File: config.mk
export PLATFORM = sky130hd
export DESIGN_NAME = apb_subsystem
export DESIGN_NICKNAME = d
export VERILOG_FILES = /design/src/apb_pkg.sv /design/src/timer_pkg.sv /design/src/apb_decoder.sv /design/src/apb_slave_mux.sv /design/src/timer_counter.sv /design/src/timer_regs.sv /design/src/apb_timer.sv /design/src/apb_subsystem.sv
export VERILOG_INCLUDE_DIRS = /design/src
export SDC_FILE = /design/constraint.sdc
export NUM_CORES = 1
export LEC_CHECK = 0
export BUFFER_PORTS_ARGS = -buffer_cell sky130_fd_sc_hd__clkbuf_2
export CAP_MARGIN = 20
export CORE_UTILIZATION = 55
export DETAILED_ROUTE_END_ITERATION = 6
export GPL_ROUTABILITY_DRIVEN = 0
export PLACE_DENSITY = 0.79
export SLEW_MARGIN = 20
export SYNTH_ARGS = -nofsm -noshare
export SYNTH_HDL_FRONTEND = slang
export SYNTH_SLANG_ARGS = --single-unit
File: constraint.sdc
create_clock -name pclk -period 4.21 [get_ports pclk]
set_input_delay 1.0525 -clock pclk [delete_from_list [all_inputs] [get_ports pclk]]
set_output_delay 1.0525 -clock pclk [all_outputs]
set_load 0.01 [all_outputs]
File: src/subsys_defines.svh
// Fixed 16-bit address and 32-bit data map; only regions 0 and 1 are mapped, word offsets only
`ifndef SUBSYS_DEFINES_SVH
`define SUBSYS_DEFINES_SVH

// ----------------------------------------
// Bus widths
`define SUBSYS_ADDR_W      16           // paddr width
`define SUBSYS_DATA_W      32           // pwdata / prdata width

// ----------------------------------------
// Address map
`define SUBSYS_REGION_MSB  15           // Region field, top nibble
`define SUBSYS_REGION_LSB  12
`define SUBSYS_OFFSET_MSB  11           // Word offset inside a region
`define SUBSYS_OFFSET_LSB  2
`define TIMER0_REGION      4'd0         // 0x0000 - 0x0fff
`define TIMER1_REGION      4'd1         // 0x1000 - 0x1fff

// Timer register word offsets
`define TIMER_CTRL_OFS     10'd0        // 0x00 control
`define TIMER_VALUE_OFS    10'd1        // 0x04 current count
`define TIMER_RELOAD_OFS   10'd2        // 0x08 reload value
`define TIMER_INTCLR_OFS   10'd3        // 0x0c flag read, write 1 clears

`endif

File: src/apb_pkg.sv
// Bus types for the zero-wait APB subsystem; select vector has one spare bit for unmapped
`include "subsys_defines.svh"

package apb_pkg;

  // ----------------------------------------
  // Address and data
  typedef logic [`SUBSYS_ADDR_W-1:0] apb_addr_t;    // Full byte address
  typedef logic [`SUBSYS_DATA_W-1:0] apb_data_t;    // Read and write data

  // ----------------------------------------
  // Peripheral select, one-hot
  localparam int PSEL_TIMER0 = 0;                   // Region 0
  localparam int PSEL_TIMER1 = 1;                   // Region 1
  localparam int PSEL_NONE   = 2;                   // Any other region
  localparam int PSEL_W      = 3;

  typedef logic [PSEL_W-1:0] periph_sel_t;          // Zero when psel is low

endpackage

File: src/timer_pkg.sv
// Timer types; control is 3 bits wide with enable in bit 0, ext_sel bit 1, irq_en bit 2
`include "subsys_defines.svh"

package timer_pkg;

  // ----------------------------------------
  // Control register fields
  // Listed MSB first so that enable lands in bit 0
  typedef struct packed {
    logic irq_en;                                    // Bit 2, flag may set on wrap
    logic ext_sel;                                   // Bit 1, count ext_in rising edges
    logic enable;                                    // Bit 0, counting on
  } timer_ctrl_t;

  // Counter value, same width as the bus
  typedef logic [`SUBSYS_DATA_W-1:0] timer_value_t;

  // ----------------------------------------
  // Subsystem interrupt vector
  localparam int NUM_TIMERS = 2;
  typedef logic [NUM_TIMERS-1:0] irq_vec_t;         // Bit 0 timer 0, bit 1 timer 1

endpackage

File: src/apb_decoder.sv
// Purely combinational; any region other than the two timers selects the error slot
`timescale 1ns/1ns
`include "subsys_defines.svh"

module apb_decoder (
  input  logic                 psel,        // Host select
  input  logic [`SUBSYS_REGION_MSB-`SUBSYS_REGION_LSB:0] region,  // paddr[15:12]
  output apb_pkg::periph_sel_t sel          // One-hot, zero when idle
);
  import apb_pkg::*;

  always_comb
  begin
    sel = '0;                               // Idle, nothing selected
    if (psel)
    begin
      if (region == `TIMER0_REGION)
      begin
        sel[PSEL_TIMER0] = 1'b1;            // Timer 0
      end
      else if (region == `TIMER1_REGION)
      begin
        sel[PSEL_TIMER1] = 1'b1;            // Timer 1
      end
      else
      begin
        sel[PSEL_NONE] = 1'b1;              // Unmapped, mux returns error
      end
    end
  end

endmodule

File: src/apb_slave_mux.sv
// Combinational return path; pslverr only asserts in the access phase of an unmapped transfer
`timescale 1ns/1ns

module apb_slave_mux (
  input  logic                 penable,         // Access phase
  input  apb_pkg::periph_sel_t sel,             // From decoder
  input  apb_pkg::apb_data_t   timer0_rd_data,  // Timer 0 read data
  input  apb_pkg::apb_data_t   timer1_rd_data,  // Timer 1 read data
  output apb_pkg::apb_data_t   prdata,          // To host
  output logic                 pslverr          // To host
);
  import apb_pkg::*;

  // ----------------------------------------
  // Read data
  always_comb
  begin
    prdata = '0;                                // Unmapped or idle reads zero
    if (sel[PSEL_TIMER0])
    begin
      prdata = timer0_rd_data;
    end
    else if (sel[PSEL_TIMER1])
    begin
      prdata = timer1_rd_data;
    end
  end

  // ----------------------------------------
  // Error response
  // Setup phase never flags, only the completing access phase
  always_comb
  begin
    pslverr = 1'b0;
    if (sel[PSEL_NONE] && penable)
    begin
      pslverr = 1'b1;                           // No slave at this region
    end
  end

endmodule

File: src/timer_counter.sv
// Ext edges are counted three clocks late; pulses must stay high and low at least two clocks
`timescale 1ns/1ns

module timer_counter (
  input  logic                    pclk,        // Clock
  input  logic                    arst_n,      // Async reset, active low
  input  timer_pkg::timer_ctrl_t  ctrl,        // Enable and mode
  input  timer_pkg::timer_value_t reload,      // Loaded on wrap
  input  logic                    value_load,  // Bus write to VALUE
  input  timer_pkg::timer_value_t value_wr,    // Data for the load
  input  logic                    ext_in,      // Async count input
  output timer_pkg::timer_value_t value,       // Current count
  output logic                    wrap         // One-cycle pulse
);

  logic [1:0] ext_sync;                        // Two-flop synchronizer
  logic       ext_dly;                         // Edge register, previous level
  logic       ext_rise;                        // Rising edge seen
  logic       tick;                            // Decrement request

  // ----------------------------------------
  // External input synchronizer and edge detect
  always_ff @(posedge pclk or negedge arst_n)
  begin
    if (!arst_n)
    begin
      ext_sync <= '0;
      ext_dly  <= 1'b0;
    end
    else
    begin
      ext_sync <= {ext_sync[0], ext_in};
      ext_dly  <= ext_sync[1];
    end
  end

  assign ext_rise = ext_sync[1] & ~ext_dly;
  assign tick     = ctrl.enable & (ctrl.ext_sel ? ext_rise : 1'b1);

  // ----------------------------------------
  // Down-counter, bus load has priority
  always_ff @(posedge pclk or negedge arst_n)
  begin
    if (!arst_n)
    begin
      value <= '0;
      wrap  <= 1'b0;
    end
    else
    begin
      wrap <= 1'b0;
      if (value_load)
        value <= value_wr;
      else if (tick && value == '0)
      begin
        value <= reload;                       // Passed zero, reload
        wrap  <= 1'b1;
      end
      else if (tick)
        value <= value - 1'b1;
    end
  end

  // Wrap only after an unloaded tick at zero
  a_wrap_cause : assert property (@(posedge pclk) disable iff (!arst_n)
    wrap |-> $past(tick && !value_load && value == '0));

endmodule

File: src/timer_regs.sv
// Writes land at the end of the access phase; undefined offsets read zero and ignore writes
`timescale 1ns/1ns
`include "subsys_defines.svh"

module timer_regs (
  input  logic                    pclk,        // Clock
  input  logic                    arst_n,      // Async reset, active low
  input  logic                    sel,         // Timer selected
  input  logic                    penable,     // Access phase
  input  logic                    pwrite,      // Write transfer
  input  logic [`SUBSYS_OFFSET_MSB-`SUBSYS_OFFSET_LSB:0] offset,  // Word offset
  input  apb_pkg::apb_data_t      wr_data,     // Write data
  output apb_pkg::apb_data_t      rd_data,     // Read data, comb
  output timer_pkg::timer_ctrl_t  ctrl,        // CTRL register
  output timer_pkg::timer_value_t reload,      // RELOAD register
  output logic                    value_load,  // VALUE write strobe
  output timer_pkg::timer_value_t value_wr,    // VALUE write data
  input  timer_pkg::timer_value_t value,       // Live count
  input  logic                    wrap,        // Wrap pulse from counter
  output logic                    irq          // Interrupt flag
);
  import timer_pkg::*;

  logic wr_en;                                 // Completing write
  logic rd_en;                                 // Read transfer in progress

  assign wr_en = sel & penable & pwrite;
  assign rd_en = sel & ~pwrite;

  // ----------------------------------------
  // Register writes
  always_ff @(posedge pclk or negedge arst_n)
  begin
    if (!arst_n)
    begin
      ctrl   <= '0;
      reload <= '0;
      irq    <= 1'b0;
    end
    else
    begin
      if (wr_en && offset == `TIMER_CTRL_OFS)
        ctrl <= wr_data[$bits(timer_ctrl_t)-1:0];
      if (wr_en && offset == `TIMER_RELOAD_OFS)
        reload <= wr_data;
      if (wrap && ctrl.irq_en)
        irq <= 1'b1;                           // New wrap wins over a clear
      else if (wr_en && offset == `TIMER_INTCLR_OFS && wr_data[0])
        irq <= 1'b0;                           // Write 1 to clear
    end
  end

  // VALUE lives in the counter, forward as a load
  assign value_load = wr_en && (offset == `TIMER_VALUE_OFS);
  assign value_wr   = wr_data;

  // ----------------------------------------
  // Read path
  always_comb
  begin
    rd_data = '0;                              // Undefined offsets and idle
    if (rd_en)
    begin
      case (offset)
        `TIMER_CTRL_OFS:   rd_data[$bits(timer_ctrl_t)-1:0] = ctrl;
        `TIMER_VALUE_OFS:  rd_data = value;
        `TIMER_RELOAD_OFS: rd_data = reload;
        `TIMER_INTCLR_OFS: rd_data[0] = irq;   // Flag readback
        default:           rd_data = '0;
      endcase
    end
  end

  // Access phase only after this timer's own setup phase
  a_access_after_setup : assert property (@(posedge pclk) disable iff (!arst_n)
    (sel && penable) |-> $past(sel && !penable));

  // Flag only rises while interrupts were enabled
  a_irq_needs_en : assert property (@(posedge pclk) disable iff (!arst_n)
    $rose(irq) |-> $past(ctrl.irq_en));

endmodule

File: src/apb_timer.sv
// One timer on the shared pclk; ext_in is synchronized inside, irq is a level until cleared
`timescale 1ns/1ns
`include "subsys_defines.svh"

module apb_timer (
  input  logic               pclk,       // Clock
  input  logic               arst_n,     // Async reset, active low
  input  logic               sel,        // This timer selected
  input  logic               penable,    // Access phase
  input  logic               pwrite,     // Write transfer
  input  logic [`SUBSYS_OFFSET_MSB-`SUBSYS_OFFSET_LSB:0] offset,  // Word offset
  input  apb_pkg::apb_data_t wr_data,    // Write data
  output apb_pkg::apb_data_t rd_data,    // Read data
  input  logic               ext_in,     // Async count input
  output logic               irq         // Level interrupt
);
  import timer_pkg::*;

  timer_ctrl_t  ctrl;                    // Enable, mode, irq enable
  timer_value_t reload;                  // Reload on wrap
  timer_value_t value;                   // Live count
  timer_value_t value_wr;                // VALUE write data
  logic         value_load;              // VALUE write strobe
  logic         wrap;                    // Count passed zero

  // ----------------------------------------
  // Registers and bus side
  timer_regs u_regs (
    .pclk       (pclk),
    .arst_n     (arst_n),
    .sel        (sel),
    .penable    (penable),
    .pwrite     (pwrite),
    .offset     (offset),
    .wr_data    (wr_data),
    .rd_data    (rd_data),
    .ctrl       (ctrl),
    .reload     (reload),
    .value_load (value_load),
    .value_wr   (value_wr),
    .value      (value),
    .wrap       (wrap),
    .irq        (irq)
  );

  // Counting side
  timer_counter u_counter (
    .pclk       (pclk),
    .arst_n     (arst_n),
    .ctrl       (ctrl),
    .reload     (reload),
    .value_load (value_load),
    .value_wr   (value_wr),
    .ext_in     (ext_in),
    .value      (value),
    .wrap       (wrap)
  );

endmodule

File: src/apb_subsystem.sv
// Host drives APB on pclk directly; pready is always high and ext_in may be fully asynchronous
`timescale 1ns/1ns
`include "subsys_defines.svh"

module apb_subsystem (
  input  logic                pclk,          // Bus and timer clock
  input  logic                arst_n,        // Async reset, active low
  input  logic                psel,          // Subsystem select from host
  input  logic                penable,       // Access phase
  input  logic                pwrite,        // 1 write, 0 read
  input  apb_pkg::apb_addr_t  paddr,         // Byte address
  input  apb_pkg::apb_data_t  pwdata,        // Write data
  output apb_pkg::apb_data_t  prdata,        // Muxed read data
  output logic                pready,        // Tied high
  output logic                pslverr,       // Unmapped access
  input  logic [1:0]          ext_in,        // External count inputs, one per timer
  output timer_pkg::irq_vec_t irq            // Level interrupts
);
  import apb_pkg::*;

  periph_sel_t sel;                          // One-hot peripheral select
  apb_data_t   timer0_rd_data;               // Timer 0 read path
  apb_data_t   timer1_rd_data;               // Timer 1 read path

  assign pready = 1'b1;                      // All peripherals zero-wait

  // ----------------------------------------
  // Address decode
  apb_decoder u_decoder (
    .psel   (psel),
    .region (paddr[`SUBSYS_REGION_MSB:`SUBSYS_REGION_LSB]),
    .sel    (sel)
  );

  // ----------------------------------------
  // Timers
  apb_timer timer0 (
    .pclk    (pclk),
    .arst_n  (arst_n),
    .sel     (sel[PSEL_TIMER0]),
    .penable (penable),
    .pwrite  (pwrite),
    .offset  (paddr[`SUBSYS_OFFSET_MSB:`SUBSYS_OFFSET_LSB]),
    .wr_data (pwdata),
    .rd_data (timer0_rd_data),
    .ext_in  (ext_in[0]),
    .irq     (irq[0])                        // Vector bit 0
  );

  apb_timer timer1 (
    .pclk    (pclk),
    .arst_n  (arst_n),
    .sel     (sel[PSEL_TIMER1]),
    .penable (penable),
    .pwrite  (pwrite),
    .offset  (paddr[`SUBSYS_OFFSET_MSB:`SUBSYS_OFFSET_LSB]),
    .wr_data (pwdata),
    .rd_data (timer1_rd_data),
    .ext_in  (ext_in[1]),
    .irq     (irq[1])                        // Vector bit 1
  );

  // ----------------------------------------
  // Read data and error return
  apb_slave_mux u_mux (
    .penable        (penable),
    .sel            (sel),
    .timer0_rd_data (timer0_rd_data),
    .timer1_rd_data (timer1_rd_data),
    .prdata         (prdata),
    .pslverr        (pslverr)
  );

endmodule

==> impl_results.md <==
* Status: completed
* Final setup viols at 0
* R2R depth at 8
* Power per cell area at 299 nW/um2
* CP Class: input pin to primary output
* Post-CTS Setup Bufs at 0
* Starting DRT DRC Count at 1182
* RSZ-0062 raised after global routing: false
* Mapped cell area at 8790 um2
* Post-CTS Hold Fix Bufs at 0
* Post-synthesis cell count at 944
* CTS tree: done
* Post-CTS resize count at 0
* Max_slew headroom at 0.212
* Switch share at 0.216
* WL per Instance at 22.4 um
* Compound-cell area share of the yosys netlist at 0.221
* P_leak at 4.25 nW
* Flop and latch count out of synthesis at 144
* Main combinational cell family by area after synthesis: compound AO/OA/AOI/OAI gates
* Synth area leader: dfrtp_1
* Final hold vios at 0
* Layout cell share with drive strength beyond 1 at 0.230
* Worst Path Max Fanout at 60
* Required @ worst endpoint at 3.16 ns
* Clock power frac at 0.499
* Port bufs at 87
* Root Driver: clkbuf_16
* Hold Path Depth at 0
* Die Height at 128 um
* H-tree depth at 4
* Fin Setup TNS at 0 ns
* Syn nets at 1001
* # clock sinks at 144
* XOR/XNOR Fraction of Synth Area at 0.0249
* Detailed-route DRC error count at 0
* FF-to-FF End: timer1.u_counter.value[19]
* Vias per inst at 6.91
* Core footprint at 15400 um2
* Tot Pwr at 2.99 mW
* Sequential-to-total area share from yosys stat at 0.410
* First drt pass iteration count at 7
* Psw at 646 uW
* Share of the synthesized area in the top cell type at 0.410
* Global route total overflow at 0
* Pins Over Slew Limit at 0
* Multiplexer share of the synthesized area at 0.106
* Worst hold start: timer1.u_counter.ext_sync[0]
* Gr usage total at 0.349
* Post-layout min period at 4.10 ns
* Worst-Margin Slew at 1.17 ns
* Avg Inst Size Synth at 9.32 um2
* Hpwl dp at 18900 um
* Setup Skew at 0.00740 ns
* Max Fclk at 244 MHz
* CP startpoint kind: input pin
* Post-Synth Adder-Cell Area at 0.00285
* P_int at 2.35 mW
* Gate power share at 0.036
* Initial core utilization at 0.570
* Yosys warns at 0
* Die ar. at 16500 um2
* EDFF count, synth at 0
* Ant. Diodes at 0
* Number of CTS-inserted buffers at 17
* Max-Cap Viols at 0
* Final Cycle Share at 0.973
* Die span in x at 128 um
* Initial antenna violation count at 0
* Maximum vdd drop at 307 uV
* Synth async-reset ratio at 1.00
* R2R Setup Slk at 0.93 ns
* Fill count at 1291
* Deepest clock path buffer count at 2
* Clock-pin slew on the worst setup and hold paths at 0.06 ns
* Yosys cell types at 78
* Post-Synth Simple-Gate Area at 0.198
* Antenna-violating nets left at 0
* WHS Endpoint: timer1.u_counter.ext_sync[1]
* Routed wire length at 27700 um
* Worst Hold Class: flip-flop to flip-flop
* Vias in the first global route at 7994
* Top FF cell, synth: dfrtp_1
* Reg-to-reg startpoint: timer1.u_counter.value[0]
* Pin count of the biggest net entering global routing at 61
* Clk_lat worst skew at 0.43 ns
* Row count at 45
* First-pass GRT wire length at 43700 um
* Ranking of synthesized cells by area: dfrtp_1, mux2_2, a22oi_1
* Nature of the critical path endpoint: primary output
* I/O pin count at 91
* Vias post-DR at 8525
* Synthesis-to-finish area growth at 13.9%
* Pre-CTS setup slack at 0.236 ns
* Critical Path AT at 3.04 ns
* Flop pwr share at 0.465
* Final Net Count at 1068
* Worst Setup Slack, final at 0.113 ns
-- per-stage QoR --
step / hold WS (ns) / area (um2) / utilization / instances
after floorplan: 0.331 / 8790 / - / 944
after global placement: 0.336 / 9440 / 0.612 / 1203
after detailed placement: 0.342 / 9440 / 0.612 / 1203
after CTS: 0.355 / 10000 / 0.649 / 1234
after global routing: 0.365 / 10000 / 0.649 / 1234
final: 0.351 / 10000 / 0.649 / 1234
-- critical path, cell delays in order --
cell and delay, ns:
clkbuf_2 0.08, nor4_1 0.54, and3_2 0.34, buf_12 0.30, a22oi_1 0.20, o22ai_1 0.31, clkbuf_2 0.20
-- placed cells by master, fill, tap and decap left out, types with 5 or more instances in the layout --
master,n
or4_1,7
nor2_1,67
clkbuf_2,86
a2bb2oi_1,5
nand2b_1,9
nand3_1,18
buf_4,23
clkbuf_16,17
and3_1,20
o22ai_1,36
o211ai_1,7
dfrtp_1,144
a31oi_1,13
o22a_1,5
a211oi_1,10
o221ai_1,11
inv_1,9
nor3_1,40
o31ai_1,7
xor2_1,18
a22oi_1,58
o21ai_0,44
or3_1,13
xnor2_1,7
o21ai_1,8
nand2_1,90
mux2i_1,11
nand4_1,7
a21oi_1,46
mux2_2,69
nor4_1,11
-- power by group through the flow --
stage / clock network, mW / registers (mW) / logic [mW]
2_1_floorplan: 0 / 1.42 / 0.0227
3_3_place_gp: 0 / 1.42 / 0.108
3_5_place_dp: 0 / 1.42 / 0.108
4_1_cts: 1.50 / 1.39 / 0.109
5_1_grt: 1.56 / 1.39 / 0.118
6_report: 1.49 / 1.39 / 0.108
-- flip-flops by register name (all words and copies together), names as in the netlist --
register	cells
timer0.u_regs.ctrl	3
timer0.u_counter.value	32
timer1.u_counter.ext_sync	2
timer1.u_regs.ctrl	3
timer0.u_regs.irq	1
timer1.u_counter.wrap	1
timer0.u_counter.ext_dly	1
timer0.u_regs.reload	32
timer1.u_regs.reload	32
timer1.u_counter.ext_dly	1
timer1.u_counter.value	32
timer0.u_counter.ext_sync	2
timer0.u_counter.wrap	1
timer1.u_regs.irq	1
-- cells in the mapped netlist (9+ instances only) --
| cell type | count |
|---|---|
| a211oi_1 | 10 |
| a21oi_1 | 46 |
| a22oi_1 | 58 |
| a31oi_1 | 13 |
| and3_1 | 21 |
| buf_1 | 10 |
| clkbuf_1 | 40 |
| dfrtp_1 | 144 |
| inv_1 | 9 |
| mux2_2 | 69 |
| mux2i_1 | 11 |
| nand2_1 | 90 |
| nand2b_1 | 9 |
| nand3_1 | 18 |
| nor2_1 | 68 |
| nor3_1 | 40 |
| nor4_1 | 11 |
| o21ai_0 | 45 |
| o221ai_1 | 11 |
| o22ai_1 | 36 |
| or3_1 | 13 |
| xor2_1 | 18 |
-- metal layers --
layer,part of all wire,track usage,vias up
li1,-,-,3728
met1,0.40,0.468,4115
met2,0.45,0.548,595
met3,0.10,0.0757,87
met4,0.040,0.154,0
met5,0,0,-
-- worst max-delay path by stage --
stage,end,cells after the start,startpoint
3_3_place_gp,prdata[13],7,paddr[9]
4_1_cts,prdata[13],7,paddr[9]
2_1_floorplan,prdata[10],7,paddr[5]
6_report,prdata[14],7,paddr[9]
3_5_place_dp,prdata[13],7,paddr[9]
5_1_grt,prdata[2],8,paddr[13]
-- logic make-up (layout without fill, tap and decap cells) --
logic type | Yosys count | after routing
adder cells (fa/ha/maj) | 2 | 2
AND/OR/NAND/NOR | 326 | 326
AO/OA/AOI/OAI | 290 | 290
other | 1 | 1
flip-flops | 144 | 144
buffers and inverters | 74 | 153
multiplexers | 82 | 82
XOR/XNOR | 25 | 25
-- final cells by class --
type                    instances  area [um2]  share of cell area
clock buffers                  25         495              0.0495
clock inverters                 6        80.1             0.00799
inverters                       9        33.8             0.00337
multi-input cells             726        4870               0.486
flip-flops and latches        144        3600               0.360
well taps                     211         264              0.0264
repair buffers                113         674              0.0673
No activity file was read; power rests on OpenSTA's default activity.
